<file path="config.mk">
export PLATFORM = sky130hd
export DESIGN_NAME = cycleCounter
export DESIGN_NICKNAME = d
export VERILOG_FILES = /design/src/hdl/multicorePkg.sv /design/src/hdl/cycleCounter.sv
export VERILOG_INCLUDE_DIRS = /design/src /design/src/hdl
export SDC_FILE = /design/constraint.sdc
export NUM_CORES = 1
export LEC_CHECK = 0
export ABC_CLOCK_PERIOD_IN_PS = 1320
export BUFFER_PORTS_ARGS = -buffer_cell sky130_fd_sc_hd__buf_2
export CORE_MARGIN = 1
export CORE_UTILIZATION = 50
export DETAILED_ROUTE_END_ITERATION = 8
export GPL_TIMING_DRIVEN = 0
export PLACE_DENSITY = 0.87
export SLEW_MARGIN = 20
export SYNTH_ARGS = -nofsm -noshare
export SYNTH_HDL_FRONTEND = slang
export SYNTH_SLANG_ARGS = --single-unit
export TNS_END_PERCENT = 20
</file>
<file path="constraint.sdc">
create_clock -name c1_endop -period 1.32 [get_ports c1_endop]
set_input_delay 0.132 -clock c1_endop [delete_from_list [all_inputs] [get_ports c1_endop]]
set_output_delay 0.132 -clock c1_endop [all_outputs]
set_load 0.01 [all_outputs]
</file>
<file path="src/hdl/multicore_settings.svh">
`ifndef MULTICORE_SETTINGS_SVH
`define MULTICORE_SETTINGS_SVH

// number of cores that share the instruction memory
`define NUM_CORES 4

// program counter and instruction word widths
`define PC_WIDTH 16
`define INSTR_WIDTH 24

// the memory is addressed by the low bits of a program counter
`define MEM_ADDR_WIDTH 8

// visible core status fields
`define BUS_WIDTH 8
`define CTRL_WIDTH 25

// seven-segment digits on the board
`define NUM_DIGITS 8

`endif

</file>
<file path="src/hdl/multicorePkg.sv">
`include "multicore_settings.svh"

package multicorePkg;

	// one core's program counter
	typedef logic [`PC_WIDTH-1:0] pcWord_t;

	// one word of the shared program
	typedef logic [`INSTR_WIDTH-1:0] instrWord_t;

	// what a core exposes for observation on the board
	typedef struct packed {
		logic [`BUS_WIDTH-1:0] bus;
		logic [`CTRL_WIDTH-1:0] ctrl;
		logic endp;
		logic zout;
	} coreStatus_t;

	// segments of one digit, g in bit 6 down to a in bit 0, lit when high
	typedef logic [6:0] segDigit_t;

	// one bit per core, set when that core receives the fetched word
	typedef logic [`NUM_CORES-1:0] grantMask_t;

endpackage

</file>
<file path="src/hdl/cycleCounter.sv">
`include "multicore_settings.svh"

module cycleCounter (
	input logic c1_endop,
	input logic rstN,
	input logic progDone,
	output multicorePkg::pcWord_t countValue,
	output multicorePkg::pcWord_t storeCount
);

	// free-running count of clock cycles since reset
	always_ff @(posedge c1_endop or negedge rstN) begin
		if (!rstN) begin
			countValue <= '0;
		end else begin
			countValue <= countValue + 1'b1;
		end
	end

	// capture the count present before the edge where core 1 finishes
	always_ff @(posedge c1_endop or negedge rstN) begin
		if (!rstN) begin
			storeCount <= '0;
		end else if (progDone) begin
			storeCount <= countValue;
		end
	end

	// the count never skips or stalls once reset has been released for a cycle
	property countAdvances;
		@(posedge c1_endop) disable iff (!rstN)
			$past(rstN) |-> countValue == multicorePkg::pcWord_t'($past(countValue) + 1'b1);
	endproperty

	countAdvancesCheck: assert property (countAdvances)
		else $error("cycle counter did not advance by one");

endmodule

</file>
==> flow_metrics.tcl <==
set metrics [dict create \
    status "finished, final reports clean" \
    holdCritStartpoint "progDone" \
    synth.area.top_cells "dfrtp_1 62%, mux2_2 14%, xor2_1 6.8%" \
    track_usage_pct 20.5 \
    p_per_area_nw_per_um2 956 \
    post-route-util_pct 69.8 \
    cellLeakagePower_nw 0.923 \
    drc 0 \
    cts_tree "done" \
    drtIter0Drc 9 \
    yosysUniqueCellTypes 15 \
    worstPathArrival_ns 1.53 \
    synth_area_sq_um 1290 \
    synthToLayoutAreaGrowth_pct 32.8 \
    ant_nets 0 \
    cts.htree.levels 2 \
    die_area_sq_um 2790 \
    drive_gt1_share_pct 58.3 \
    period_share_pct 96.9 \
    reg2reg_slack_ns 0.04 \
    root_buffer "clkbuf_4" \
    r2r_cells 4 \
    core_area_sq_um 2450 \
    clock_skew_ns 0.00602 \
    endpoint_kind "flop" \
    drv_slew 0 \
    dp.cells 154 \
    ios 35 \
    fillers 180 \
    r2r-end "countValue[11]$_DFF_PN0_" \
    clkSinkCount 32 \
    yosys.area.top_type "dfrtp_1" \
    r2r_start "countValue[4]$_DFF_PN0_" \
    start_util_pct 52.6 \
    avgSynthCellArea_sq_um 14.2 \
    critPathTopFamily "simple AND/OR/NAND/NOR gates" \
    grt_pass1_vias 794 \
    critPathBufInv 1 \
    fin_cells 174 \
    syn_nets 95 \
    yosysTopAreaCellShare_pct 62.0 \
    timing.hold.ws_ns 0.300 \
    min_delay_worst_endpoint "storeCount[4]$_DFFE_PN0P_" \
    grt-ovfl-total 0 \
    routed_wl_mm 2.61 \
    cts_buffers 5 \
    grt_max_degree 33 \
    hold_viol 0 \
    cts.path.max_buffers 2 \
    setup_viol 0 \
    hold_path_class "input pin to flop" \
    max_stage_delay_ns 0.43 \
    finalPower_mw 1.64 \
    critPathRequiredTime_ns 1.57 \
    antenna_found_initial 0 \
    gp_congestion 0.817 \
    ir_worst_vdd_uv 934 \
    cap_violations 0 \
    clkLatencyLatePin_ns 0.33 \
    yosys_warnings 0 \
    post-place-ws_ns -0.106 \
    cts.clk_slew.worst_paths_ns 0.10 \
    hpwl_mm 1.60 \
    first_pass_iters 4 \
    hold_depth 2 \
    critical_path_class "flop to flop" \
    cp_cell_sequence "buf_4, nand4_2, nor3_1, xnor2_1" \
    nNetsFinal 147 \
    worst_slack_ns 0.0403 \
    fmax_mhz 781 \
    start_kind "flop" \
    io_buffers 33 \
    max_slew_margin_pct 53.1 \
    yosysSeqAreaShare_pct 62.0 \
    critPathSlowestCell "dfrtp_2" \
    num_rows 18 \
    worstMarginPinSlew_ns 0.704 \
    routedWlPerCell_um 15.0 \
    diodes 0 \
    crit_fanout 5 \
    yosys_register_bits 32 \
    fin_crit_ns 1.28 \
    vias 897 \
    grt_first_pass_wirelength_mm 3.83 \
    die_x_um 52.8 \
    die_h_um 52.8 \
    synth_cells 91 \
    viasPerCell 5.16 \
]
-- logic make-up after synthesis --
family | after synthesis | synth area share (%)
adders and majority gates | 1 | 0.969
DFF | 32 | 62.0
and+or+nand+nor | 23 | 12.0
xor gates and xnor gates | 14 | 9.50
buffers and inverters | 5 | 1.55
muxes | 16 | 14.0
-- placed cells by master (no fill, tap or decap) --
cell type      count
buf_2             34
buf_4             10
clkbuf_1           3
clkbuf_4           5
clkbuf_8           1
dfrtp_1           24
dfrtp_2            8
dlygate4sd3_1      1
ha_2               1
inv_1              3
mux2_2            16
nand2_1            3
nand2_4            1
nand3_1            4
nand3_4            1
nand4_1            2
nand4_2            1
nand4_4            1
nor2_1             3
nor3_1             3
nor3_2             1
nor4_2             1
nor4_4             3
xnor2_1            4
xor2_1            10
-- timing repair --
action,CTS,global route
setup endpoints to repair,4,6
pin swaps,1,2
hold buffers,1,0
setup buffers,2,8
endpoints found under the hold margin,32,0
resized for setup,5,12
cloned,0,1
-- per-layer routing --
layer / wire (um) / track usage [%]
met5: 0 / 0
met4: 31 / 7.89
met3: 160 / 8.70
met2: 1290 / 30.6
met1: 1120 / 26.1
-- report_power, final --
| part | internal, mW | leakage [nW] | switching (mW) |
|---|---|---|---|
| Combinational | 0.0237 | 0.483 | 0.0382 |
| Clock | 0.263 | 0.0326 | 0.321 |
| Sequential | 0.988 | 0.407 | 0.00448 |
-- cell usage after synthesis, drive strengths merged --
cell type   n
dfrtp      32
mux2       16
xor2       10
nand3       5
nand2       4
nor3        4
nor4        4
xnor2       4
inv         3
nand4       3
nor2        3
buf         1
clkbuf      1
ha          1
-- per-stage QoR --
step	setup TNS, ns	instance area, sq um
after floorplan	0	1290
after global placement	-0.0367	1490
after detailed placement	-0.171	1490
after CTS	-0.00316	1600
after global routing	-0.0559	1710
final	0	1710
-- sequential cells by signal, indices dropped and copies added, names as in the netlist --
| register | flops |
|---|---|
| countValue | 16 |
| storeCount | 16 |
-- worst max-delay path by stage --
stage                                           to  cells past startpoint  slack, ns                     from
after floorplan           countValue[13]$_DFF_PN0_                      3       0.06  countValue[2]$_DFF_PN0_
after global placement    countValue[15]$_DFF_PN0_                      3      -0.03  countValue[2]$_DFF_PN0_
after detailed placement  countValue[13]$_DFF_PN0_                      3      -0.11  countValue[2]$_DFF_PN0_
after CTS                 countValue[12]$_DFF_PN0_                      4     -0.003  countValue[1]$_DFF_PN0_
after global routing      countValue[11]$_DFF_PN0_                      4      -0.04  countValue[3]$_DFF_PN0_
final                     countValue[11]$_DFF_PN0_                      4       0.04  countValue[4]$_DFF_PN0_
-- layout make-up --
type                    count  area [sq um]  area share (%)
multi-input cells          55           537            31.3
clock buffers               8          58.8            3.43
repair buffers             44           250            14.6
inverters                   3          11.3           0.657
well taps                  30          37.5            2.19
flip-flops and latches     32           811            47.3
plain buffers               2          8.76           0.511
No activity file was read; power rests on OpenSTA's default activity.
