`src/hdl/multicore_settings.svh`:
```
`ifndef MULTICORE_SETTINGS_SVH
`define MULTICORE_SETTINGS_SVH

// number of cores that share the instruction memory
`define NUM_CORES 4

// program counter and instruction word widths
`define PC_WIDTH 16
`define INSTR_WIDTH 24

// the memory is addressed by the low bits of a program counter
`define MEM_ADDR_WIDTH 8

// visible core status fields
`define BUS_WIDTH 8
`define CTRL_WIDTH 25

// seven-segment digits on the board
`define NUM_DIGITS 8

`endif

```
`src/hdl/multicorePkg.sv`:
```
`include "multicore_settings.svh"

package multicorePkg;

	// one core's program counter
	typedef logic [`PC_WIDTH-1:0] pcWord_t;

	// one word of the shared program
	typedef logic [`INSTR_WIDTH-1:0] instrWord_t;

	// what a core exposes for observation on the board
	typedef struct packed {
		logic [`BUS_WIDTH-1:0] bus;
		logic [`CTRL_WIDTH-1:0] ctrl;
		logic endp;
		logic zout;
	} coreStatus_t;

	// segments of one digit, g in bit 6 down to a in bit 0, lit when high
	typedef logic [6:0] segDigit_t;

	// one bit per core, set when that core receives the fetched word
	typedef logic [`NUM_CORES-1:0] grantMask_t;

endpackage

```
`src/hdl/fetchBroadcast.sv`:
```
`include "multicore_settings.svh"

module fetchBroadcast (
	input logic c1_endop,
	input logic rstN,
	input multicorePkg::pcWord_t [`NUM_CORES-1:0] corePc,
	input multicorePkg::instrWord_t memWord,
	output multicorePkg::instrWord_t [`NUM_CORES-1:0] fetchWord
);

	multicorePkg::grantMask_t grantNext;
	multicorePkg::grantMask_t grant;

	// core 1 always fetches, and each further core joins only while every core
	// before it in the chain still agrees with core 1
	always_comb begin
		grantNext = '0;
		grantNext[0] = 1'b1;
		for (int i = 1; i < `NUM_CORES; i++) begin
			grantNext[i] = grantNext[i-1] && (corePc[i] == corePc[0]);
		end
	end

	// registered on the same edge as the memory read so mask and word line up
	always_ff @(posedge c1_endop or negedge rstN) begin
		if (!rstN) begin
			grant <= '0;
		end else begin
			grant <= grantNext;
		end
	end

	genvar g;
	generate
		for (g = 0; g < `NUM_CORES; g++) begin : gateWord
			assign fetchWord[g] = grant[g] ? memWord : '0;
		end
	endgenerate

	// once a fetch has been registered, core 1 is in the mask and the granted
	// cores form one run starting at core 1
	property grantShape;
		@(posedge c1_endop) disable iff (!rstN)
			$past(rstN) |-> grant[0] &&
				((grant & multicorePkg::grantMask_t'(grant + 1'b1)) == '0);
	endproperty

	grantShapeCheck: assert property (grantShape)
		else $error("grant mask is not a contiguous run from core 1");

endmodule

```
`config.mk`:
```
export PLATFORM = sky130hd
export DESIGN_NAME = fetchBroadcast
export DESIGN_NICKNAME = d
export VERILOG_FILES = /design/src/hdl/multicorePkg.sv /design/src/hdl/fetchBroadcast.sv
export VERILOG_INCLUDE_DIRS = /design/src /design/src/hdl
export SDC_FILE = /design/constraint.sdc
export NUM_CORES = 1
export LEC_CHECK = 0
export BUFFER_PORTS_ARGS = -buffer_cell sky130_fd_sc_hd__buf_2
export CAP_MARGIN = 20
export CORE_AREA = 3 3 70 72
export CTS_CLUSTER_DIAMETER = 100
export DETAILED_ROUTE_END_ITERATION = 8
export DIE_AREA = 0 0 73 75
export GPL_TIMING_DRIVEN = 0
export PLACE_DENSITY = 0.8
export SYNTH_ARGS = -nofsm -noshare
export SYNTH_HDL_FRONTEND = slang
export SYNTH_SLANG_ARGS = --single-unit
```
`constraint.sdc`:
```
create_clock -name c1_endop -period 2.4 [get_ports c1_endop]
set_clock_uncertainty 0.2 [all_clocks]
set_input_delay 0.24 -clock c1_endop [delete_from_list [all_inputs] [get_ports c1_endop]]
set_output_delay 0.24 -clock c1_endop [all_outputs]
set_load 0.005 [all_outputs]
```
==> flow_metrics.env, run 1 <==
export IMPL_status="finished clean"
export IMPL_initial_core_util_pct=29.1
export IMPL_peakVddDrop_v=0.000218
export IMPL_vias=1843
export IMPL_crit_fanout=10
export IMPL_switchingPower_uw=136
export IMPL_setup_viol=0
export IMPL_syn_area_um2=1270
export IMPL_hold_path_class="in -> async"
export IMPL_ys_warn_count=0
export IMPL_ant_nets=0
export IMPL_stdcell_count=416
export IMPL_syn_num_nets=265
export IMPL_hold_slack_ns=0.164
export IMPL_viasPerCell=4.43
export IMPL_crit_arrival_ns=1.28
export IMPL_pin_count=186
export IMPL_finalSetupTns_ns=0
export IMPL_avgSynthCellArea_um2=7.24
export IMPL_combinationalPowerShare_pct=51.1
export IMPL_clockPowerShare_pct=32.3
export IMPL_cts_inserted_buffers=3
export IMPL_die_area_um2=5480
export IMPL_rsz0062_at_grt="false"
export IMPL_ctsRootBufferMaster="clkbuf_8"
export IMPL_slew_violations=0
export IMPL_finalCritPeriodShare_pct=71.6
export IMPL_gp_congestion=0.862
export IMPL_crit_path_end_kind="output pin"
export IMPL_yosysSeqAreaShare_pct=7.91
export IMPL_die_y_um=75
export IMPL_largestRegisters="grant x4"
export IMPL_largest_reg_flops=4
export IMPL_p_leak_uw=0.00146
export IMPL_max_freq_mhz=582
export IMPL_synth_seq_cells=4
export IMPL_wl_per_cell_um=12.8
export IMPL_dp_cells=412
export IMPL_largest_register="grant"
export IMPL_firstDrtPassIters=4
export IMPL_fin_util_pct=53.0
export IMPL_dp_hpwl_um=4860
export IMPL_htree_num_levels=1
export IMPL_crit_required_ns=1.96
export IMPL_cts_tree="done"
export IMPL_syn_to_final_growth_pct=82.3
export IMPL_routed_wirelength_um=5340
export IMPL_grt_pass1_wl_um=7820
export IMPL_clkTransAtPathRegs_ns=0.03
export IMPL_syn_inst=175
export IMPL_period_needed_ns=1.72
export IMPL_groute_usage_overall_pct=18.1
export IMPL_num_antenna_cells=0
export IMPL_core_area_um2=4350
export IMPL_power_density_nw_per_um2=184
export IMPL_grt_antenna_before_repair=0
export IMPL_io_buffers=185
export IMPL_drtIter0Drc=28
export IMPL_internal_power_uw=289
export IMPL_seq_power_share_pct=16.5
export IMPL_final_nets=456
export IMPL_drv_cap=0
export IMPL_drc=0
export IMPL_crit_path_start_kind="flip-flop"
export IMPL_path_class="reg -> out"
export IMPL_cts_sinks=4
export IMPL_cts_root_to_sink_buffers=2
export IMPL_overflow=0
export IMPL_cts_resized=0
export IMPL_layout_drive_gt1_share_pct=51.9
export IMPL_grt_pass1_vias=1722
export IMPL_grt_max_degree=11
export IMPL_yosysUniqueCellTypes=10
export IMPL_die_x_um=73
export IMPL_hold_viol=0
export IMPL_switching_share_pct=31.9
export IMPL_rows=24
[critical path: stages (launching register included)]
cell,delay (ns)
dfrtp_1,0.43
clkbuf_1,0.34
and2_1,0.19
buf_2,0.11
[cell families after synthesis]
| kind of cell | synth area share [%] |
|---|---|
| XOR/XNOR | 33.2 |
| buffers and inverters | 2.67 |
| flip-flops | 7.91 |
| other | 0.296 |
| AND/OR/NAND/NOR | 55.9 |
[synth_stat cells, drive strengths merged]
master   n  share of area [%]
and2    96                 47
clkbuf   8                2.4
conb     1               0.30
dfrtp    4                7.9
inv      1               0.30
nand4    3                1.5
nor2     1               0.30
nor3     1               0.79
nor4    12                5.9
xor2    48                 33
[layout make-up]
class / count / area [um2]
plain buffers: 8 / 30.0
clock buffers: 3 / 41.3
fillers: 437 / 2050
inverters: 1 / 3.75
multi-input cells: 162 / 1130
flip-flops and latches: 4 / 100
well taps: 52 / 65.1
repair buffers: 186 / 936
[what timing repair did]
| action | CTS | global route |
|---|---|---|
| hold endpoints to repair | 4 | 0 |
| setup buffers | 0 | 0 |
| hold buffers | 1 | 0 |
[per-stage QoR]
| stage | instance area (um2) | total power, uW | setup WS (ns) |
|---|---|---|---|
| floorplan | 1270 | 149 | 1.14 |
| global placement | 2260 | 283 | 0.750 |
| detailed placement | 2260 | 289 | 0.736 |
| CTS | 2310 | 434 | 0.658 |
| global route | 2310 | 463 | 0.532 |
| finish | 2310 | 425 | 0.682 |
[routing by layer]
layer | global-route usage (%) | share of wire (%) | vias up
met5 | 0 | 0 | -
met4 | 4.92 | 0.90 | 0
met3 | 2.54 | 9.5 | 4
met2 | 36.5 | 56 | 114
met1 | 19.1 | 34 | 798
li1 | - | - | 927
[cells in the final DEF (no fill, tap or decap)]
master	n
and2_1	96
buf_2	185
clkbuf_1	8
clkbuf_8	3
conb_1	1
dfrtp_1	4
dlygate4sd3_1	1
inv_1	1
nand4_1	3
nor2_1	1
nor3_2	1
nor4_1	12
xor2_1	48
[final timing paths]
check                           start            to  depth (start not counted)
max                          grant[0]  fetchWord[2]                          3
min                              rstN      grant[0]                          2
max in group asynchronous        rstN      grant[1]                          2
min in group c1_endop      corePc[60]      grant[3]                          5
[power by group through the flow]
stage	clock network, uW	logic, uW	registers [uW]
3_3_place_gp	0	212	70.9
4_1_cts	144	220	70.2
5_1_grt	150	242	70.5
6_report	137	217	70.3
3_5_place_dp	0	218	71.0
2_1_floorplan	0	78.5	70.3
Power figures use the tool's default switching activity.
==> inputs of run 2 (changes only) <==
--- a/config.mk
+++ b/config.mk
@@ -8,12 +8,12 @@
 export LEC_CHECK = 0
 export BUFFER_PORTS_ARGS = -buffer_cell sky130_fd_sc_hd__buf_2
 export CAP_MARGIN = 20
-export CORE_AREA = 3 3 70 72
+export CORE_MARGIN = 3
+export CORE_UTILIZATION = 27
 export CTS_CLUSTER_DIAMETER = 100
 export DETAILED_ROUTE_END_ITERATION = 8
-export DIE_AREA = 0 0 73 75
 export GPL_TIMING_DRIVEN = 0
-export PLACE_DENSITY = 0.8
+export PLACE_DENSITY = 0.79
 export SYNTH_ARGS = -nofsm -noshare
 export SYNTH_HDL_FRONTEND = slang
 export SYNTH_SLANG_ARGS = --single-unit
==> constraint.sdc (replaced) <==
create_clock -name c1_endop -period 1.4 [get_ports c1_endop]
set_clock_uncertainty 0.2 [all_clocks]
set_input_delay 0.14 -clock c1_endop [delete_from_list [all_inputs] [get_ports c1_endop]]
set_output_delay 0.14 -clock c1_endop [all_outputs]
set_load 0.005 [all_outputs]
==> run 2 against run 1 <==
Against the previous run: the flow now finishes with violations (negative setup slack); sequential share of layout area down 0.49 points; sequential cell count unchanged; clock-buffer cell count unchanged; first-iteration DRC count increased by 18%; critical path type unchanged.
==> flow_metrics.env, run 2 (same netlist as run 1, synthesis figures left out) <==
export IMPL_pin_count=186
export IMPL_path_class="reg -> out"
export IMPL_die_area_um2=5550
export IMPL_ctsRootBufferMaster="clkbuf_8"
export IMPL_htree_num_levels=1
export IMPL_path_delay_family="flip-flops"
export IMPL_drv_cap=0
export IMPL_crit_path_end_kind="output pin"
export IMPL_cp_cell_sequence="clkbuf_8 -> and2_1 -> buf_2"
export IMPL_grt_pass1_wl_um=7470
export IMPL_hold_viol=0
export IMPL_cts_root_to_sink_buffers=2
export IMPL_multi_input_area_um2=1210
export IMPL_core_area_um2=4440
export IMPL_grt_antenna_before_repair=0
export IMPL_crit_arrival_ns=1.11
export IMPL_groute_usage_overall_pct=17.5
export IMPL_die_y_um=74.5
export IMPL_cts_tree="done"
export IMPL_crit_slowest_cell="dfrtp_2"
export IMPL_die_x_um=74.5
export IMPL_slew_violations=0
export IMPL_drc=0
export IMPL_post_place_ws_ns=-0.118
export IMPL_routed_wirelength_um=5930
export IMPL_vias=1882
export IMPL_layout_commonest_cell="buf_2"
export IMPL_p_leak_uw=0.00161
export IMPL_cts_inserted_buffers=3
export IMPL_layout_drive_gt1_share_pct=64.6
export IMPL_internal_power_uw=529
export IMPL_io_buffers=185
export IMPL_ant_nets=0
export IMPL_nFillCells=354
export IMPL_seq_power_share_pct=15.7
export IMPL_hold_path_class="in -> async"
export IMPL_num_antenna_cells=0
export IMPL_rows=24
export IMPL_initial_core_util_pct=28.5
export IMPL_cts_sinks=4
export IMPL_crit_path_start_kind="flip-flop"
export IMPL_power_density_nw_per_um2=284
export IMPL_setup_slack_ns=-0.0541
export IMPL_finalSetupTns_ns=-1.71
export IMPL_status="finished with violations"
export IMPL_final_nets=462
export IMPL_period_needed_ns=1.45
export IMPL_slowest_delay_ns=0.45
export IMPL_switching_share_pct=31.8
export IMPL_largest_register="grant"
export IMPL_drtIter0Drc=33
export IMPL_hold_slack_ns=0.0585
export IMPL_regArea_um2=105
export IMPL_failed_checks="negative setup slack"
export IMPL_dp_hpwl_um=4560
export IMPL_grt_max_degree=11
export IMPL_worst_path_buf_inv=2
export IMPL_grt_pass1_vias=1700
export IMPL_largestRegisters="grant x4"
export IMPL_crit_fanout=5
export IMPL_gp_congestion=0.769
export IMPL_clockPowerShare_pct=31.0
export IMPL_syn_to_final_growth_pct=116
export IMPL_final_cell_mix="buf_2, and2_1, xor2_1"
export IMPL_setup_viol=83
export IMPL_rsz0062_at_grt="true"
export IMPL_wl_per_cell_um=14.1
export IMPL_switchingPower_uw=247
export IMPL_peakVddDrop_v=0.000294
export IMPL_crit_required_ns=1.06
export IMPL_finalCritPeriodShare_pct=104
export IMPL_max_freq_mhz=688
export IMPL_overflow=0
export IMPL_viasPerCell=4.46
export IMPL_combinationalPowerShare_pct=53.3
export IMPL_total_power_uw=776
export IMPL_clkTransAtPathRegs_ns=0.03
export IMPL_firstDrtPassIters=4
export IMPL_largest_reg_flops=4
## run 2: changes by cell type in the layout (fill, tap and decap cells not counted), sizes merged
cell and change:
clkbuf -5, buf +11
## run 2: power groups by stage
stage | clock [uW] | combinational, uW | sequential, uW
2_1_floorplan | 0 | 135 | 120
3_3_place_gp | 0 | 363 | 122
3_5_place_dp | 0 | 370 | 122
4_1_cts | 251 | 379 | 121
5_1_grt | 260 | 455 | 122
6_report | 240 | 413 | 122
## run 2: final cells by class
type / instances / area share, %
Buffer: 8 / 4.26
Clock buffer: 3 / 1.51
Inverter: 1 / 0.137
Multi-Input combinational cell: 162 / 44.4
Sequential cell: 4 / 3.85
Tap cell: 52 / 2.38
Timing Repair Buffer: 192 / 43.5
## run 2: what timing repair did
item | in CTS | in global routing
gates cloned | 1 | 0
resized for setup | 36 | 64
hold buffers | 1 | 0
hold endpoints to repair | 4 | 0
setup endpoints to repair | 80 | 91
setup buffers | 5 | 0
pin swaps | 4 | 7
## run 2: worst max path at each step
stage | start | to | cells after the start
5_1_grt | grant[2] | fetchWord[49] | 3
4_1_cts | grant[0] | fetchWord[8] | 3
3_3_place_gp | corePc[2] | grant[3] | 5
3_5_place_dp | corePc[2] | grant[3] | 5
6_report | grant[2] | fetchWord[56] | 3
2_1_floorplan | corePc[17] | grant[3] | 4
## run 2: per-layer routing
metal | track usage (%) | wire length, um | vias up
li1 | - | - | 940
met4 | 4.94 | 90 | 0
met1 | 18.8 | 2140 | 816
met2 | 34.8 | 3190 | 116
met5 | 0 | 0 | -
met3 | 2.57 | 507 | 10
## run 2: stage by stage
| stage | util (%) | area, um2 | std cells |
|---|---|---|---|
| 6_report | 61.5 | 2730 | 422 |
| 4_1_cts | 55.7 | 2470 | 422 |
| 2_1_floorplan | - | 1270 | 175 |
| 5_1_grt | 61.5 | 2730 | 422 |
| 3_5_place_dp | 50.8 | 2260 | 412 |
| 3_3_place_gp | 50.8 | 2260 | 412 |
==> inputs of run 3 (changes only) <==
--- a/config.mk
+++ b/config.mk
@@ -8,12 +8,12 @@
 export LEC_CHECK = 0
 export BUFFER_PORTS_ARGS = -buffer_cell sky130_fd_sc_hd__buf_2
 export CAP_MARGIN = 20
-export CORE_MARGIN = 3
-export CORE_UTILIZATION = 27
+export CORE_AREA = 3 3 71 73
 export CTS_CLUSTER_DIAMETER = 100
 export DETAILED_ROUTE_END_ITERATION = 8
+export DIE_AREA = 0 0 74 76
 export GPL_TIMING_DRIVEN = 0
-export PLACE_DENSITY = 0.79
+export PLACE_DENSITY = 0.82
 export SYNTH_ARGS = -nofsm -noshare
 export SYNTH_HDL_FRONTEND = slang
 export SYNTH_SLANG_ARGS = --single-unit
==> constraint.sdc (replaced) <==
create_clock -name c1_endop -period 1.6 [get_ports c1_endop]
set_clock_uncertainty 0.2 [all_clocks]
set_input_delay 0.16 -clock c1_endop [delete_from_list [all_inputs] [get_ports c1_endop]]
set_output_delay 0.16 -clock c1_endop [all_outputs]
set_load 0.005 [all_outputs]
==> run 3 against run 2 <==
Against the previous run: the flow now finishes without violations; wire length down 11%; sequential power decreased by 13%; combinational power decreased by 21%; critical path depth unchanged; clock-buffer cell count stayed put; global-route usage is essentially flat; via count fell by 4.6%; largest cell class is now multi-input gates.
==> flow_metrics.env, run 3 (same netlist as run 1, synthesis figures left out) <==
export IMPL_status="finished clean"
export IMPL_total_power_uw=638
export IMPL_crit_path_end_kind="output pin"
export IMPL_grt_pass1_wl_um=7980
export IMPL_rows=24
export IMPL_final_nets=456
export IMPL_crit_arrival_ns=1.17
export IMPL_pin_count=186
export IMPL_vias=1795
export IMPL_routed_wirelength_um=5270
export IMPL_crit_required_ns=1.24
export IMPL_dp_hpwl_um=4730
export IMPL_setup_slack_ns=0.0713
export IMPL_setup_viol=0
export IMPL_rsz0062_at_grt="false"
export IMPL_die_x_um=74
export IMPL_layout_commonest_cell="buf_2"
export IMPL_post_place_ws_ns=0.0672
export IMPL_largest_reg_flops=4
export IMPL_cts_root_to_sink_buffers=2
export IMPL_ctsRootBufferMaster="clkbuf_8"
export IMPL_power_density_nw_per_um2=275
export IMPL_drtIter0Drc=36
export IMPL_die_y_um=76
export IMPL_drc=0
export IMPL_path_class="reg -> out"
export IMPL_initial_core_util_pct=28.7
export IMPL_nFillCells=430
export IMPL_overflow=0
export IMPL_ant_nets=0
export IMPL_syn_to_final_growth_pct=83.4
export IMPL_num_antenna_cells=0
export IMPL_groute_usage_overall_pct=17.5
export IMPL_grt_pass1_vias=1744
export IMPL_peakVddDrop_v=0.000272
export IMPL_clkTransAtPathRegs_ns=0.03
export IMPL_grt_antenna_before_repair=0
export IMPL_hold_viol=0
export IMPL_finalSetupTns_ns=0
export IMPL_crit_path_start_kind="flip-flop"
export IMPL_cts_tree="done"
export IMPL_cts_setup_buffers=0
export IMPL_grt_max_degree=11
export IMPL_hold_slack_ns=0.0924
export IMPL_p_leak_uw=0.00149
export IMPL_crit_fanout=10
export IMPL_final_cell_mix="buf_2, and2_1, xor2_1"
export IMPL_htree_num_levels=1
export IMPL_firstDrtPassIters=4
export IMPL_max_freq_mhz=654
export IMPL_largestRegisters="grant x4"
export IMPL_core_area_um2=4410
export IMPL_layout_drive_gt1_share_pct=54.4
export IMPL_cts_inserted_buffers=3
export IMPL_drv_cap=0
export IMPL_finalCritPeriodShare_pct=95.5
export IMPL_viasPerCell=4.31
export IMPL_slew_violations=0
export IMPL_wl_per_cell_um=12.7
export IMPL_gp_congestion=0.841
export IMPL_startpoint="grant[1]"
export IMPL_cts_sinks=4
export IMPL_die_area_um2=5620
export IMPL_hold_path_class="in -> async"
export IMPL_period_needed_ns=1.53
export IMPL_largest_register="grant"
export IMPL_io_buffers=185
==> run 3: cell types whose count changed in the layout (fill, tap and decap cells not counted) <==
cell      previous run  this run
buf_6               34         0
buf_2              153       186
and2_1              64        96
and2_4              32         0
clkbuf_2             0         6
buf_8                5         0
buf_4                4         0
clkbuf_8             6         3
dfrtp_1              0         3
dfrtp_2              4         1
clkbuf_4             0         1
==> run 3: layout make-up <==
type                            count  area, um2  share of cell area, %
Buffer                              8       42.5                   1.83
Clock buffer                        3       41.3                   1.78
Inverter                            1       3.75                  0.162
Multi-Input combinational cell    162       1130                   48.8
Sequential cell                     4        101                   4.36
Tap cell                           52       65.1                   2.80
Timing Repair Buffer              186        936                   40.3
==> run 3: worst max-delay path, stage by stage (launching register included) <==
cell      delay, ns
dfrtp_1        0.44
clkbuf_2       0.21
and2_1         0.18
buf_2          0.12
==> run 3: path summary, 6_finish.rpt <==
check | endpoint | slack [ns] | depth (start not counted)
worst min-delay path | grant[2] | 0.09 | 2
worst max-delay path | fetchWord[45] | 0.07 | 3
max in group asynchronous | grant[3] | 0.98 | 2
min in group c1_endop | grant[3] | 0.20 | 5
==> run 3: timing repair <==
action	in CTS	in global routing
endpoints found under the setup margin	61	33
hold buffers	1	0
gates resized for setup	7	6
hold endpoints to repair	4	0
==> run 3: stage by stage <==
stage          utilization, %  instances  instance area (um2)
3_5_place_dp             51.1        412                 2260
4_1_cts                  52.5        416                 2320
3_3_place_gp             51.1        412                 2260
6_report                 52.6        416                 2320
5_1_grt                  52.6        416                 2320
2_1_floorplan               -        175                 1270
==> run 3: report_power, final <==
group	leakage, uW	switching [uW]	internal [uW]
Combinational	0.00142	153	172
Clock	0.0000216	47.6	160
Sequential	0.0000519	2.33	103
Total	0.00149	203	435
==> run 3: layer usage <==
layer	routed length, um	global-route usage, %	vias up
li1	-	-	928
met1	1830	18.1	749
met2	2870	35.5	114
met3	524	2.37	4
met4	44	3.62	0
met5	0	0	-
