$ cat config.mk
export PLATFORM = sky130hd
export DESIGN_NAME = coreMonitor
export DESIGN_NICKNAME = d
export VERILOG_FILES = /design/src/hdl/multicorePkg.sv /design/src/hdl/coreMonitor.sv
export VERILOG_INCLUDE_DIRS = /design/src /design/src/hdl
export SDC_FILE = /design/constraint.sdc
export NUM_CORES = 1
export LEC_CHECK = 0
export BUFFER_PORTS_ARGS = -buffer_cell sky130_fd_sc_hd__buf_2
export CAP_MARGIN = 40
export CORE_AREA = 2 2 122 124
export DETAILED_ROUTE_END_ITERATION = 10
export DIE_AREA = 0 0 124 126
export PLACE_DENSITY_LB_ADDON = 0.1
export SLEW_MARGIN = 10
export SYNTH_ARGS = -nofsm -noshare
export SYNTH_HDL_FRONTEND = slang
export SYNTH_SLANG_ARGS = --single-unit
$ cat constraint.sdc
create_clock -name vclk -period 3.1
set_clock_uncertainty 0.2 [all_clocks]
set_input_delay 0.465 -clock vclk [all_inputs]
set_output_delay 0.465 -clock vclk [all_outputs]
set_load 0.05 [all_outputs]
$ cat src/hdl/multicore_settings.svh
`ifndef MULTICORE_SETTINGS_SVH
`define MULTICORE_SETTINGS_SVH

// number of cores that share the instruction memory
`define NUM_CORES 4

// program counter and instruction word widths
`define PC_WIDTH 16
`define INSTR_WIDTH 24

// the memory is addressed by the low bits of a program counter
`define MEM_ADDR_WIDTH 8

// visible core status fields
`define BUS_WIDTH 8
`define CTRL_WIDTH 25

// seven-segment digits on the board
`define NUM_DIGITS 8

`endif

$ cat src/hdl/multicorePkg.sv
`include "multicore_settings.svh"

package multicorePkg;

	// one core's program counter
	typedef logic [`PC_WIDTH-1:0] pcWord_t;

	// one word of the shared program
	typedef logic [`INSTR_WIDTH-1:0] instrWord_t;

	// what a core exposes for observation on the board
	typedef struct packed {
		logic [`BUS_WIDTH-1:0] bus;
		logic [`CTRL_WIDTH-1:0] ctrl;
		logic endp;
		logic zout;
	} coreStatus_t;

	// segments of one digit, g in bit 6 down to a in bit 0, lit when high
	typedef logic [6:0] segDigit_t;

	// one bit per core, set when that core receives the fetched word
	typedef logic [`NUM_CORES-1:0] grantMask_t;

endpackage

$ cat src/hdl/coreMonitor.sv
`include "multicore_settings.svh"

module coreMonitor (
	input multicorePkg::pcWord_t [`NUM_CORES-1:0] corePc,
	input multicorePkg::coreStatus_t [`NUM_CORES-1:0] coreStatus,
	input logic [1:0] selectCore,
	input multicorePkg::pcWord_t storeCount,
	output multicorePkg::coreStatus_t status,
	output multicorePkg::segDigit_t [`NUM_DIGITS-1:0] segments
);

	localparam int NIBBLE = 4;
	localparam int DISP_WIDTH = `NUM_DIGITS * NIBBLE;

	multicorePkg::pcWord_t selectedPc;
	logic [DISP_WIDTH-1:0] dispValue;

	// standard hex patterns with segment a in bit 0
	function automatic multicorePkg::segDigit_t hexToSeg(input logic [NIBBLE-1:0] nibble);
		multicorePkg::segDigit_t seg;
		case (nibble)
			4'h0: seg = 7'h3F;
			4'h1: seg = 7'h06;
			4'h2: seg = 7'h5B;
			4'h3: seg = 7'h4F;
			4'h4: seg = 7'h66;
			4'h5: seg = 7'h6D;
			4'h6: seg = 7'h7D;
			4'h7: seg = 7'h07;
			4'h8: seg = 7'h7F;
			4'h9: seg = 7'h6F;
			4'hA: seg = 7'h77;
			4'hB: seg = 7'h7C;
			4'hC: seg = 7'h39;
			4'hD: seg = 7'h5E;
			4'hE: seg = 7'h79;
			default: seg = 7'h71;
		endcase
		return seg;
	endfunction

	// the selected core drives both the status outputs and the upper digits
	assign status = coreStatus[selectCore];
	assign selectedPc = corePc[selectCore];

	// upper four digits show the program counter, lower four the captured count
	assign dispValue = {selectedPc, storeCount};

	always_comb begin
		for (int d = 0; d < `NUM_DIGITS; d++) begin
			segments[d] = hexToSeg(dispValue[d*NIBBLE +: NIBBLE]);
		end
	end

endmodule

==> results of run 1 <==
-- area by class of cell --
type,count,area [sq um],share of cell area (%)
Inverter,42,169,3.04
Multi-Input combinational cell,255,3210,57.8
Tap cell,184,230,4.15
Timing Repair Buffer,358,1940,35.0
-- metrics by stage --
| step | utilization (%) | instances | hold slack (ps) | power (mW) | setup slack [ps] |
|---|---|---|---|---|---|
| after floorplan | - | 324 | 1070 | 1.09 | -158 |
| after global placement | 38.6 | 838 | 1190 | 1.52 | -41.2 |
| after detailed placement | 38.6 | 838 | 1190 | 1.52 | -116 |
| after CTS | 38.6 | 838 | 1200 | 1.53 | 41.2 |
| after global routing | 38.8 | 839 | 1230 | 1.62 | -6.46 |
| final | 38.8 | 839 | 1200 | 1.53 | 86.2 |
-- Yosys cell counts --
cell	n
sky130_fd_sc_hd__inv_1	42
sky130_fd_sc_hd__nor2b_4	3
sky130_fd_sc_hd__buf_4	2
sky130_fd_sc_hd__a221oi_1	1
sky130_fd_sc_hd__o21bai_1	4
sky130_fd_sc_hd__xnor2_1	4
sky130_fd_sc_hd__buf_2	6
sky130_fd_sc_hd__a22oi_1	12
sky130_fd_sc_hd__and3b_1	4
sky130_fd_sc_hd__mux4_2	55
sky130_fd_sc_hd__a2bb2oi_1	8
sky130_fd_sc_hd__mux4_1	4
sky130_fd_sc_hd__clkbuf_8	3
sky130_fd_sc_hd__buf_12	1
sky130_fd_sc_hd__buf_1	3
sky130_fd_sc_hd__a221oi_2	3
sky130_fd_sc_hd__mux2_2	10
sky130_fd_sc_hd__a32oi_1	4
sky130_fd_sc_hd__mux2i_1	10
sky130_fd_sc_hd__nor2b_1	11
sky130_fd_sc_hd__ha_1	56
sky130_fd_sc_hd__o21ai_0	8
sky130_fd_sc_hd__nor2_1	14
sky130_fd_sc_hd__a22o_1	2
sky130_fd_sc_hd__nor3_1	8
sky130_fd_sc_hd__nand3_1	2
sky130_fd_sc_hd__a211oi_1	2
sky130_fd_sc_hd__a21oi_1	16
sky130_fd_sc_hd__buf_6	4
sky130_fd_sc_hd__nand2b_1	2
sky130_fd_sc_hd__nand2_1	10
sky130_fd_sc_hd__clkbuf_1	8
sky130_fd_sc_hd__o32a_1	2
-- power by group --
group	total, mW	switching (mW)	internal (mW)
Combinational	1.53	0.960	0.567
Clock	0	0	0
Sequential	0	0	0
-- worst max-delay path, stage by stage --
cell                         delay, ps
sky130_fd_sc_hd__buf_6             150
sky130_fd_sc_hd__buf_4             230
sky130_fd_sc_hd__mux4_2            660
sky130_fd_sc_hd__mux4_2            500
sky130_fd_sc_hd__clkinvlp_4         70
sky130_fd_sc_hd__buf_2             260
-- logic make-up (layout without fill, tap and decap cells) --
group,count (synthesis),in the layout,share of synthesized area (%)
compound gates,62,62,13.3
xor+xnor,4,4,1.03
fa+ha+maj,56,56,20.7
buf+inv,69,400,10.3
mux,79,79,45.9
simple gates,54,54,8.78
-- metal layers --
layer	vias to the layer above	part of all wire, %
met4	2	0.70
met3	10	8.2
li1	1903	-
met1	1911	40
met5	-	0.075
met2	181	51
-- worst paths after layout --
path              slack, ps  cells after the start           end     startpoint
setup / recovery         90                      6  segments[52]  selectCore[0]
hold / removal         1200                      3   segments[5]  storeCount[2]
-- timing repair --
item                       4_1_cts  5_1_grt
setup buffers                    0        1
resized for setup                6        6
setup endpoints to repair       11        9
pin swaps                        0        0
-- placed cells by master (no fill, tap or decap) --
master                         n
sky130_fd_sc_hd__a211oi_1      2
sky130_fd_sc_hd__a21oi_1      12
sky130_fd_sc_hd__a21oi_2       2
sky130_fd_sc_hd__a21oi_4       2
sky130_fd_sc_hd__a221oi_2      2
sky130_fd_sc_hd__a221oi_4      2
sky130_fd_sc_hd__a22o_1        2
sky130_fd_sc_hd__a22oi_1       8
sky130_fd_sc_hd__a22oi_2       4
sky130_fd_sc_hd__a2bb2oi_1     1
sky130_fd_sc_hd__a2bb2oi_2     7
sky130_fd_sc_hd__a32oi_2       2
sky130_fd_sc_hd__a32oi_4       2
sky130_fd_sc_hd__and3b_1       4
sky130_fd_sc_hd__buf_12        1
sky130_fd_sc_hd__buf_2       305
sky130_fd_sc_hd__buf_4        46
sky130_fd_sc_hd__buf_6         1
sky130_fd_sc_hd__clkbuf_4      5
sky130_fd_sc_hd__clkinvlp_4    3
sky130_fd_sc_hd__ha_1         55
sky130_fd_sc_hd__ha_2          1
sky130_fd_sc_hd__inv_1        37
sky130_fd_sc_hd__inv_2         2
sky130_fd_sc_hd__mux2_2       10
sky130_fd_sc_hd__mux2i_1      10
sky130_fd_sc_hd__mux4_1        1
sky130_fd_sc_hd__mux4_2       58
sky130_fd_sc_hd__nand2_1      10
sky130_fd_sc_hd__nand2b_1      2
sky130_fd_sc_hd__nand3_1       2
sky130_fd_sc_hd__nor2_1       14
sky130_fd_sc_hd__nor2b_1      11
sky130_fd_sc_hd__nor2b_4       3
sky130_fd_sc_hd__nor3_1        8
sky130_fd_sc_hd__o21ai_0       8
sky130_fd_sc_hd__o21bai_1      4
sky130_fd_sc_hd__o32a_1        2
sky130_fd_sc_hd__xnor2_1       4
==> summary by stage, run 1 <==
Outcome
The run finished with clean final reports.

Floorplan
The floorplan has 44 rows. The number of ports placed on the die boundary is between 300 and 400. The full die area is 15600 sq um. Once the floorplan was initialized, standard cells occupied 23.7% of the core. The core area is 14300 sq um.

The chip height is 126 um. From left edge to right edge, the die measures 124 um.

Worst setup path
The worst setup path is of the input port to output port kind. Data on the critical path is required at its endpoint by between 2000 and 2500 ps. The sort of element at the start of the critical path is an input port. Along the worst path, the maximum fanout reaches 10. The data arrival time at the worst-slack endpoint is between 2000 and 2500 ps. The element type at the critical path end is an output port.

Cells and area
Relative to the synthesized area, the layout overhead comes to 63.6%. The count of fill cells added during filler insertion is 1503. The number of clock buffer instances in the layout is 0. In the final layout, flip-flops and latches occupy 0 sq um. The count of inserted antenna diode cells is 0. The final layout net count is 935.

The layout cell share with drive strength beyond 1 is 69.9%. After routing the design area is 5550 sq um. The final layout contains a sequential cell count of 0.

Timing
The transition at the pin with the smallest max-transition slack is approximately 320 ps. Headroom to the max-slew limit came out at 78.3%. The number of pins with negative max-slew slack in the final report is 0. Dividing the final minimum period by the clock period gives between 90 and 100%.

Static timing analysis puts the maximum clock frequency at 0.332 GHz. The minimum clock period is 3010 ps. In the final timing run, aggregate negative setup slack is 0 ps. The number of failing setup endpoints in the final timing report is 0.

The final number of hold-violating endpoints is 0. Setup repair after global routing could not meet its margin everywhere.

Logic synthesis
In the post-synthesis netlist, the biggest area contributors are sky130_fd_sc_hd__mux4_2 (37%), sky130_fd_sc_hd__ha_1 (21%), sky130_fd_sc_hd__inv_1 (4.6%). The cell area that synthesis handed to floorplanning was between 3000 and 4000 sq um. The number of different library cells used by synthesis comes to 33.

Averaged over all synthesized cells, the footprint is 10.5 sq um. In the synthesized netlist, the number of instances is between 300 and 400. The share of the Yosys chip area taken by registers is 0%.

For this run, the number of Yosys warnings is 0. The share of synthesized area in the top cell type comes to between 30 and 40%. The top cell type by total area after synthesis is sky130_fd_sc_hd__mux4_2. The number of nets handed over by synthesis was 602.

Global route
The number of global-route vias before repair came to between 4000 and 5000. The most used routing layer is met2. The met2 routing resource usage after global routing is between 30% and 40%.

The all-layer global routing usage is 17.3%. The number of antenna violations at the first check in global routing was 3. For met1 alone, demand over resource in global routing was 22.1%. The global routing met3 resource utilization is 3.13%. The first global-routing pass estimated 21.4 mm of wire. Entering global routing, the biggest net connects 18 pins. The total global routing overflow is 0.

Routing
The detailed router finished its first iteration with 124 violations. The DRC violations left is 0. After detailed routing, the average wire length per cell comes to 17.4 um. The first TritonRoute pass finished after 4 iterations. Once detail routing completed, the nets flagged for antenna violations numbered 0. The wire length reported by the detailed router is about 15 mm.

The total number of vias is approximately 4000. The via count normalized by instance count is 4.78.

Place
The cell area reported after detailed placement is between 5000 and 6000 sq um. The detailed placer's ending HPWL is approximately 13 mm. Routability-driven placement finished with a final weighted congestion of 0.918. Port buffering added 313 buffers.

Pwr
The worst-case vdd ir drop is 0.154 mV. The static power due to leakage is 2.81 nW. Power spread over the standard cell area amounts to between 200 and 300 nW/um^2.

Min path
The class of the tightest hold or removal check is input port to output port.

Job
The count of max-cap constraint violations is 0.

CTS
Hold repair after CTS inserted 0 buffers.
Power figures use the tool's default switching activity.
==> run 2, diff against run 1 <==
--- a/config.mk
+++ b/config.mk
@@ -8,9 +8,9 @@
 export LEC_CHECK = 0
 export BUFFER_PORTS_ARGS = -buffer_cell sky130_fd_sc_hd__buf_2
 export CAP_MARGIN = 40
-export CORE_AREA = 2 2 122 124
+export CORE_AREA = 2 2 123 125
 export DETAILED_ROUTE_END_ITERATION = 10
-export DIE_AREA = 0 0 124 126
+export DIE_AREA = 0 0 125 127
 export PLACE_DENSITY_LB_ADDON = 0.1
 export SLEW_MARGIN = 10
 export SYNTH_ARGS = -nofsm -noshare
==> constraint.sdc (replaced) <==
create_clock -name vclk -period 2.45
set_clock_uncertainty 0.2 [all_clocks]
set_input_delay 0.3675 -clock vclk [all_inputs]
set_output_delay 0.3675 -clock vclk [all_outputs]
set_load 0.05 [all_outputs]
==> summary by stage, run 2 (same netlist as run 1, synthesis figures left out) <==
Outcome
The flow ran to the end, but the final reports show violations. The checks that failed: negative setup slack.

Min path
The class of the tightest hold or removal check is input port to output port. The origin of the worst min-delay path is storeCount[6]. The number of cells traversed by the worst hold path is 3. The worst hold path terminates at segments[12].

Worst setup path
The maximum fanout along the worst path is 6. The worst setup path is launched from an input port. The element type at the critical path end is an output port. The critical path class is input port to output port.

In this design, the stage delay of the slowest critical-path cell is 600 ps. Traced cell by cell, the critical path runs through buf_16, mux4_2, inv_2, ha_4, inv_2, mux4_2, clkinvlp_4, buf_8. STA puts the critical path data required time at approximately 1900 ps.

The highest-delay cell along the critical path is sky130_fd_sc_hd__mux4_2. The data arrival time at the worst-slack endpoint is 2090 ps.

Pwr
The worst-case vdd ir drop is around 0.18 mV. Summed over all cells, the static leakage comes to between 3 and 4 nW. In this run the power density over the cells is 365 nW/um^2.

Power comes to roughly 2.6 mW.

Routing
The wire length reported by the detailed router is 17.4 mm. In the routed layout, each cell is associated on average with a via count of 4.88. The remaining number of nets flagged by the antenna check after routing is 0. The routed metal-1 wire length is 6.85 mm. For this run, the detailed router's first-pass iteration total came to 4. The total number of vias is 4370.

The highest metal layer carrying signal wires in the routed design is met5. In the routed design, unresolved DRC markers number 0. The number of violations reported at the end of detailed-routing iteration 0 is 95. After detailed routing, the met3 layer carries ~1.1 mm of wire.

After detailed routing, the average wire length per cell comes to 19.4 um. The detailed-routed wire length on met2 is 9.38 mm.

Cells and area
Summing all flip-flop and latch instances after layout gives 0 sq um. The count of inserted antenna diode cells is 0. The area added between synthesis and finish is 106%. The final instance area is 7000 sq um. The number of clock buffer instances in the layout is 0. The final layout net count is approximately 990. The layout cell share with drive strength beyond 1 is 78.4%. The count of fill cells added during filler insertion is approximately 1300.

The number of flip-flops and latches is 0. Leaving out fill and tap cells, the most frequent cell in the layout is sky130_fd_sc_hd__buf_2. In the layout the commonest cells are sky130_fd_sc_hd__buf_2 (274), sky130_fd_sc_hd__buf_4 (68), sky130_fd_sc_hd__mux4_2 (62), sky130_fd_sc_hd__buf_6 (42), sky130_fd_sc_hd__ha_1 (40).

Timing
The final critical path takes up 108% of the cycle. The final number of hold-violating endpoints is 0. The number of pins with negative max-slew slack in the final report came to 0. The worst hold margin is 991 ps. Setup repair after global routing could not meet its margin everywhere. Timing would allow up to around 0.38 GHz. At the pin with the least slew margin, the transition time is 351 ps. Measured against its own limit, the worst slew margin works out to between 70 and 80%. The minimum clock period is 2650 ps. The number of failing setup endpoints in the final timing report is 23. The final worst setup slack is -204 ps.

Place
Timing analysis after detailed placement gives a worst setup slack of -484 ps. The detailed placer's ending HPWL is 14.4 mm. In this run the cell area measured after placement is just over 6000 sq um. In this run the tool buffered the top-level ports with 313 buffer cells.

The global placement routability congestion is 0.908.

Global route
The first global-routing pass estimated roughly 25 mm of wire. The all-layer global routing usage is 19.6%. The number of antenna violations at the first check in global routing was 2.

The number of global-route vias before repair is 4398. The pin count of the biggest net entering global routing is 22. The total global routing overflow is 0.

Floorplan
313 I/O pins were placed. The width of the die is 125 um. The cell row count is 44.

The effective utilization at floorplan is 23.5%. The core area is ~14000 sq um. The floorplan step set the die height to 127 um. The die covers 15900 sq um.

CTS
Hold repair after CTS inserted 0 buffers.

Job
The tool flagged a number of max-cap violations equal to 0.
run 2: timing repair:
action / 4_1_cts / 5_1_grt
gates resized for setup: 119 / 38
setup buffers: 9 / 14
gates cloned: 6 / 0
setup endpoints to repair: 49 / 28
endpoints found under the hold margin: 0 / 0
pin swaps: 7 / 16
run 2: how the worst max path moves through the flow:
stage,cells past startpoint,slack (ps),endpoint,from
6_report,8,-200,segments[38],selectCore[0]
5_1_grt,8,-250,segments[38],selectCore[0]
4_1_cts,8,-190,segments[45],selectCore[0]
3_5_place_dp,8,-480,segments[31],selectCore[0]
3_3_place_gp,8,-450,segments[31],selectCore[0]
2_1_floorplan,7,-430,segments[48],selectCore[0]
run 2: area by class of cell:
| cell class | count | area [sq um] | area share, % |
|---|---|---|---|
| multi-input cells | 259 | 3720 | 53.2 |
| repair buffers | 411 | 2870 | 41.0 |
| inverters | 42 | 178 | 2.54 |
| well taps | 184 | 230 | 3.29 |
run 2: metrics by stage:
step	setup TNS, ps	util (%)	instances
after floorplan	-8130	-	324
after global placement	-11220	42.3	871
after detailed placement	-12190	42.3	871
after CTS	-2600	46.8	885
after global routing	-3750	48.5	896
final	-2390	48.5	896
run 2: worst max-delay path: cells and delay by family:
kind                       cells  cell delay, ps
adders and majority gates      1             130
buffers and inverters          5             510
muxes                          2            1070
run 2: metal layers:
layer / GRT usage [%] / vias up
met3: 3.06 / 8
met4: 0.261 / 2
met2: 38.1 / 186
met1: 24.1 / 2137
li1: - / 2037
met5: 0 / -
run 2: report_power, final:
part | switching (mW) | total, mW | internal [mW] | leakage, nW
clock network | 0 | 0 | 0 | 0
logic | 1.41 | 2.56 | 1.15 | 3.34
registers | 0 | 0 | 0 | 0
total | 1.41 | 2.56 | 1.15 | 3.34
==> run 3, diff against run 2 <==
--- a/config.mk
+++ b/config.mk
@@ -11,7 +11,7 @@
 export CORE_AREA = 2 2 123 125
 export DETAILED_ROUTE_END_ITERATION = 10
 export DIE_AREA = 0 0 125 127
-export PLACE_DENSITY_LB_ADDON = 0.1
+export PLACE_DENSITY = 0.59
 export SLEW_MARGIN = 10
 export SYNTH_ARGS = -nofsm -noshare
 export SYNTH_HDL_FRONTEND = slang
==> summary by stage, run 3 (same netlist as run 1, synthesis figures left out) <==
Cells and area
The library cell used most frequently in the layout, excluding fill and tap cells, is sky130_fd_sc_hd__buf_2. In the layout the commonest cells are sky130_fd_sc_hd__buf_2 (283), sky130_fd_sc_hd__buf_4 (66), sky130_fd_sc_hd__mux4_2 (62), sky130_fd_sc_hd__buf_6 (38), sky130_fd_sc_hd__ha_1 (34). The count of inserted antenna diode cells is 0. After filler insertion, the fill cell instance count of the layout stands at 1309.

The finished layout holds 888 standard cells, fillers aside. The area growth from synthesis to layout is 99.7%. The design has 0 sequential cells.

Summing all non-filler instances in the final layout gives an area of 6770 sq um. The post-route netlist has ~79% of its cells at a drive strength greater than 1. The sequential standard cell area is 0 sq um. Clock buffers in the final layout number 0. The final layout net count is 984.

Floorplan
The effective utilization at floorplan is 23.5%. The total area inside the core boundary comes to 14400 sq um. The die is 125 um wide.

The cell row count is 44. The die covers between 15000 and 20000 sq um. The chip height is roughly 130 um. For this design the top-level I/O count stands at between 300 and 400.

Worst setup path
The worst setup path is launched from an input port. In this run the worst path has a maximum fanout of 7. The data arrival time at the worst-slack endpoint is 2130 ps. STA classifies the critical path endpoint as an output port. The data required time at the worst endpoint is about 1900 ps. The critical path is of the input port to output port type.

Routing
The per-cell routed wire length is 18.2 um. The number of violations reported at the end of detailed-routing iteration 0 is 194. The routed layout has 4338 vias. The via count normalized by instance count is between 4 and 5. The wire length reported by the detailed router is 16.2 mm. The number of optimization iterations in the first detailed-route pass is 4. For this run, design rule violations remaining after detail routing come to 0. In this run the remaining antenna-violating nets after routing total 0.

Place
After detailed placement, the design holds a cell count of 861. At the end of routability-driven placement, the weighted congestion stood at approximately 0.84. The count of buffers added on input and output ports is 313.

The cell area reported after detailed placement is 5910 sq um. The worst setup slack after placement is -523 ps. The detailed placer's ending HPWL is 13.1 mm.

Timing
For the pin with the worst max-slew slack, the measured transition is 471 ps. The number of pins with negative max-slew slack in the final report is 0. Measured against its own limit, the worst slew margin works out to 68.6%.

Setup violations remaining at the end of the flow were counted as 26. Setup repair after global routing could not meet its margin everywhere. Setup slack on the critical path of the routed design comes to -252 ps. The final critical-path share of the clock period is 110%. The worst path in the final design needs a cycle of 2700 ps, including I/O delays and setup.

The upper clock frequency limit is 0.370 GHz. The final number of hold-violating endpoints came to 0.

Min path
The number of cells traversed by the worst hold path is 3. The worst hold endpoint is segments[2]. In this run the worst hold path is classified as input port to output port. In this run the most critical hold path is launched from storeCount[2].

Pwr
Summed over all cells, the static leakage comes to 3.22 nW. The worst-case IR drop observed on VDD is between 0.1 and 0.15 mV. For this design the ratio of total power to cell area is 364 nW/um^2. In this run, the clock network consumes 0% of the power. The internal power of the cells totals 1.07 mW. The power consumption is ~2.5 mW. Per report_power, the combinational group accounts for 100.0% of the total. Of the total power, registers draw 0%. For this design the total switching power over the nets is between 1 and 1.5 mW.

In this run switching power makes up 56.6% of total power.

Global route
The number of global-route vias before repair is 4380. The pin count of the biggest net entering global routing is 36. The wire length of the first global-routing pass is 23.4 mm.

The all-layer global routing usage is 18.0%. The total overflow left after global routing is 0. The number of antenna violations at the first check in global routing is 0.

Outcome
The checks that failed: negative setup slack. The flow ran to the end, but the final reports show violations.

CTS
Buffers inserted to repair hold after CTS numbered 0.

Job
The tool flagged a number of max-cap violations equal to 0.
run 3: cell types whose count changed in the layout (fill, tap and decap cells not counted), moves of 4 or more:
| cell | change |
|---|---|
| sky130_fd_sc_hd__ha_1 | -6 |
| sky130_fd_sc_hd__buf_6 | -4 |
| sky130_fd_sc_hd__buf_12 | -8 |
| sky130_fd_sc_hd__buf_2 | +9 |
run 3: repair_timing:
item	CTS	global route
setup buffers	12	12
setup endpoints to repair	63	28
gates resized for setup	112	42
cloned	3	1
pin swaps	13	8
run 3: layer usage:
metal	up-vias	track usage (%)	wire length, um
li1	2016	-	-
met1	2090	23.0	6200
met2	210	32.5	8320
met3	22	3.18	1340
met4	0	2.68	330
met5	-	0	0
run 3: stage by stage:
stage,hold slack (ps),setup TNS (ps),util [%]
CTS,1010,-2480,45.0
global placement,1000,-16150,41.0
finish,1010,-3010,47.0
detailed placement,1010,-16770,41.0
floorplan,873,-8130,-
global route,1030,-4370,47.0
run 3: critical path, stage by stage:
cell	delay [ps]
sky130_fd_sc_hd__buf_16	110
sky130_fd_sc_hd__mux4_2	620
sky130_fd_sc_hd__inv_2	130
sky130_fd_sc_hd__ha_4	130
sky130_fd_sc_hd__inv_2	30
sky130_fd_sc_hd__mux4_2	490
sky130_fd_sc_hd__clkinvlp_4	110
sky130_fd_sc_hd__buf_8	140
run 3: how the worst max path moves through the flow:
stage                         endpoint     startpoint  slack (ps)
after floorplan           segments[48]  selectCore[0]        -430
after global placement    segments[31]  selectCore[0]        -490
after detailed placement  segments[31]  selectCore[0]        -520
after CTS                 segments[31]  selectCore[0]        -200
after global routing      segments[52]  selectCore[0]        -280
final                     segments[52]  selectCore[0]        -250
run 3: power by group through the flow:
| stage | clock network (mW) | logic, mW | registers [mW] |
|---|---|---|---|
| finish | 0 | 2.46 | 0 |
| global route | 0 | 2.58 | 0 |
| CTS | 0 | 2.35 | 0 |
| detailed placement | 0 | 2.10 | 0 |
| global placement | 0 | 2.09 | 0 |
| floorplan | 0 | 1.47 | 0 |
run 3: cell type report:
| class | instances | area (sq um) | share of cell area [%] |
|---|---|---|---|
| timing repair buffer | 404 | 2650 | 39.1 |
| inverter | 42 | 178 | 2.62 |
| multi-input combinational | 258 | 3720 | 54.9 |
| tap | 184 | 230 | 3.40 |
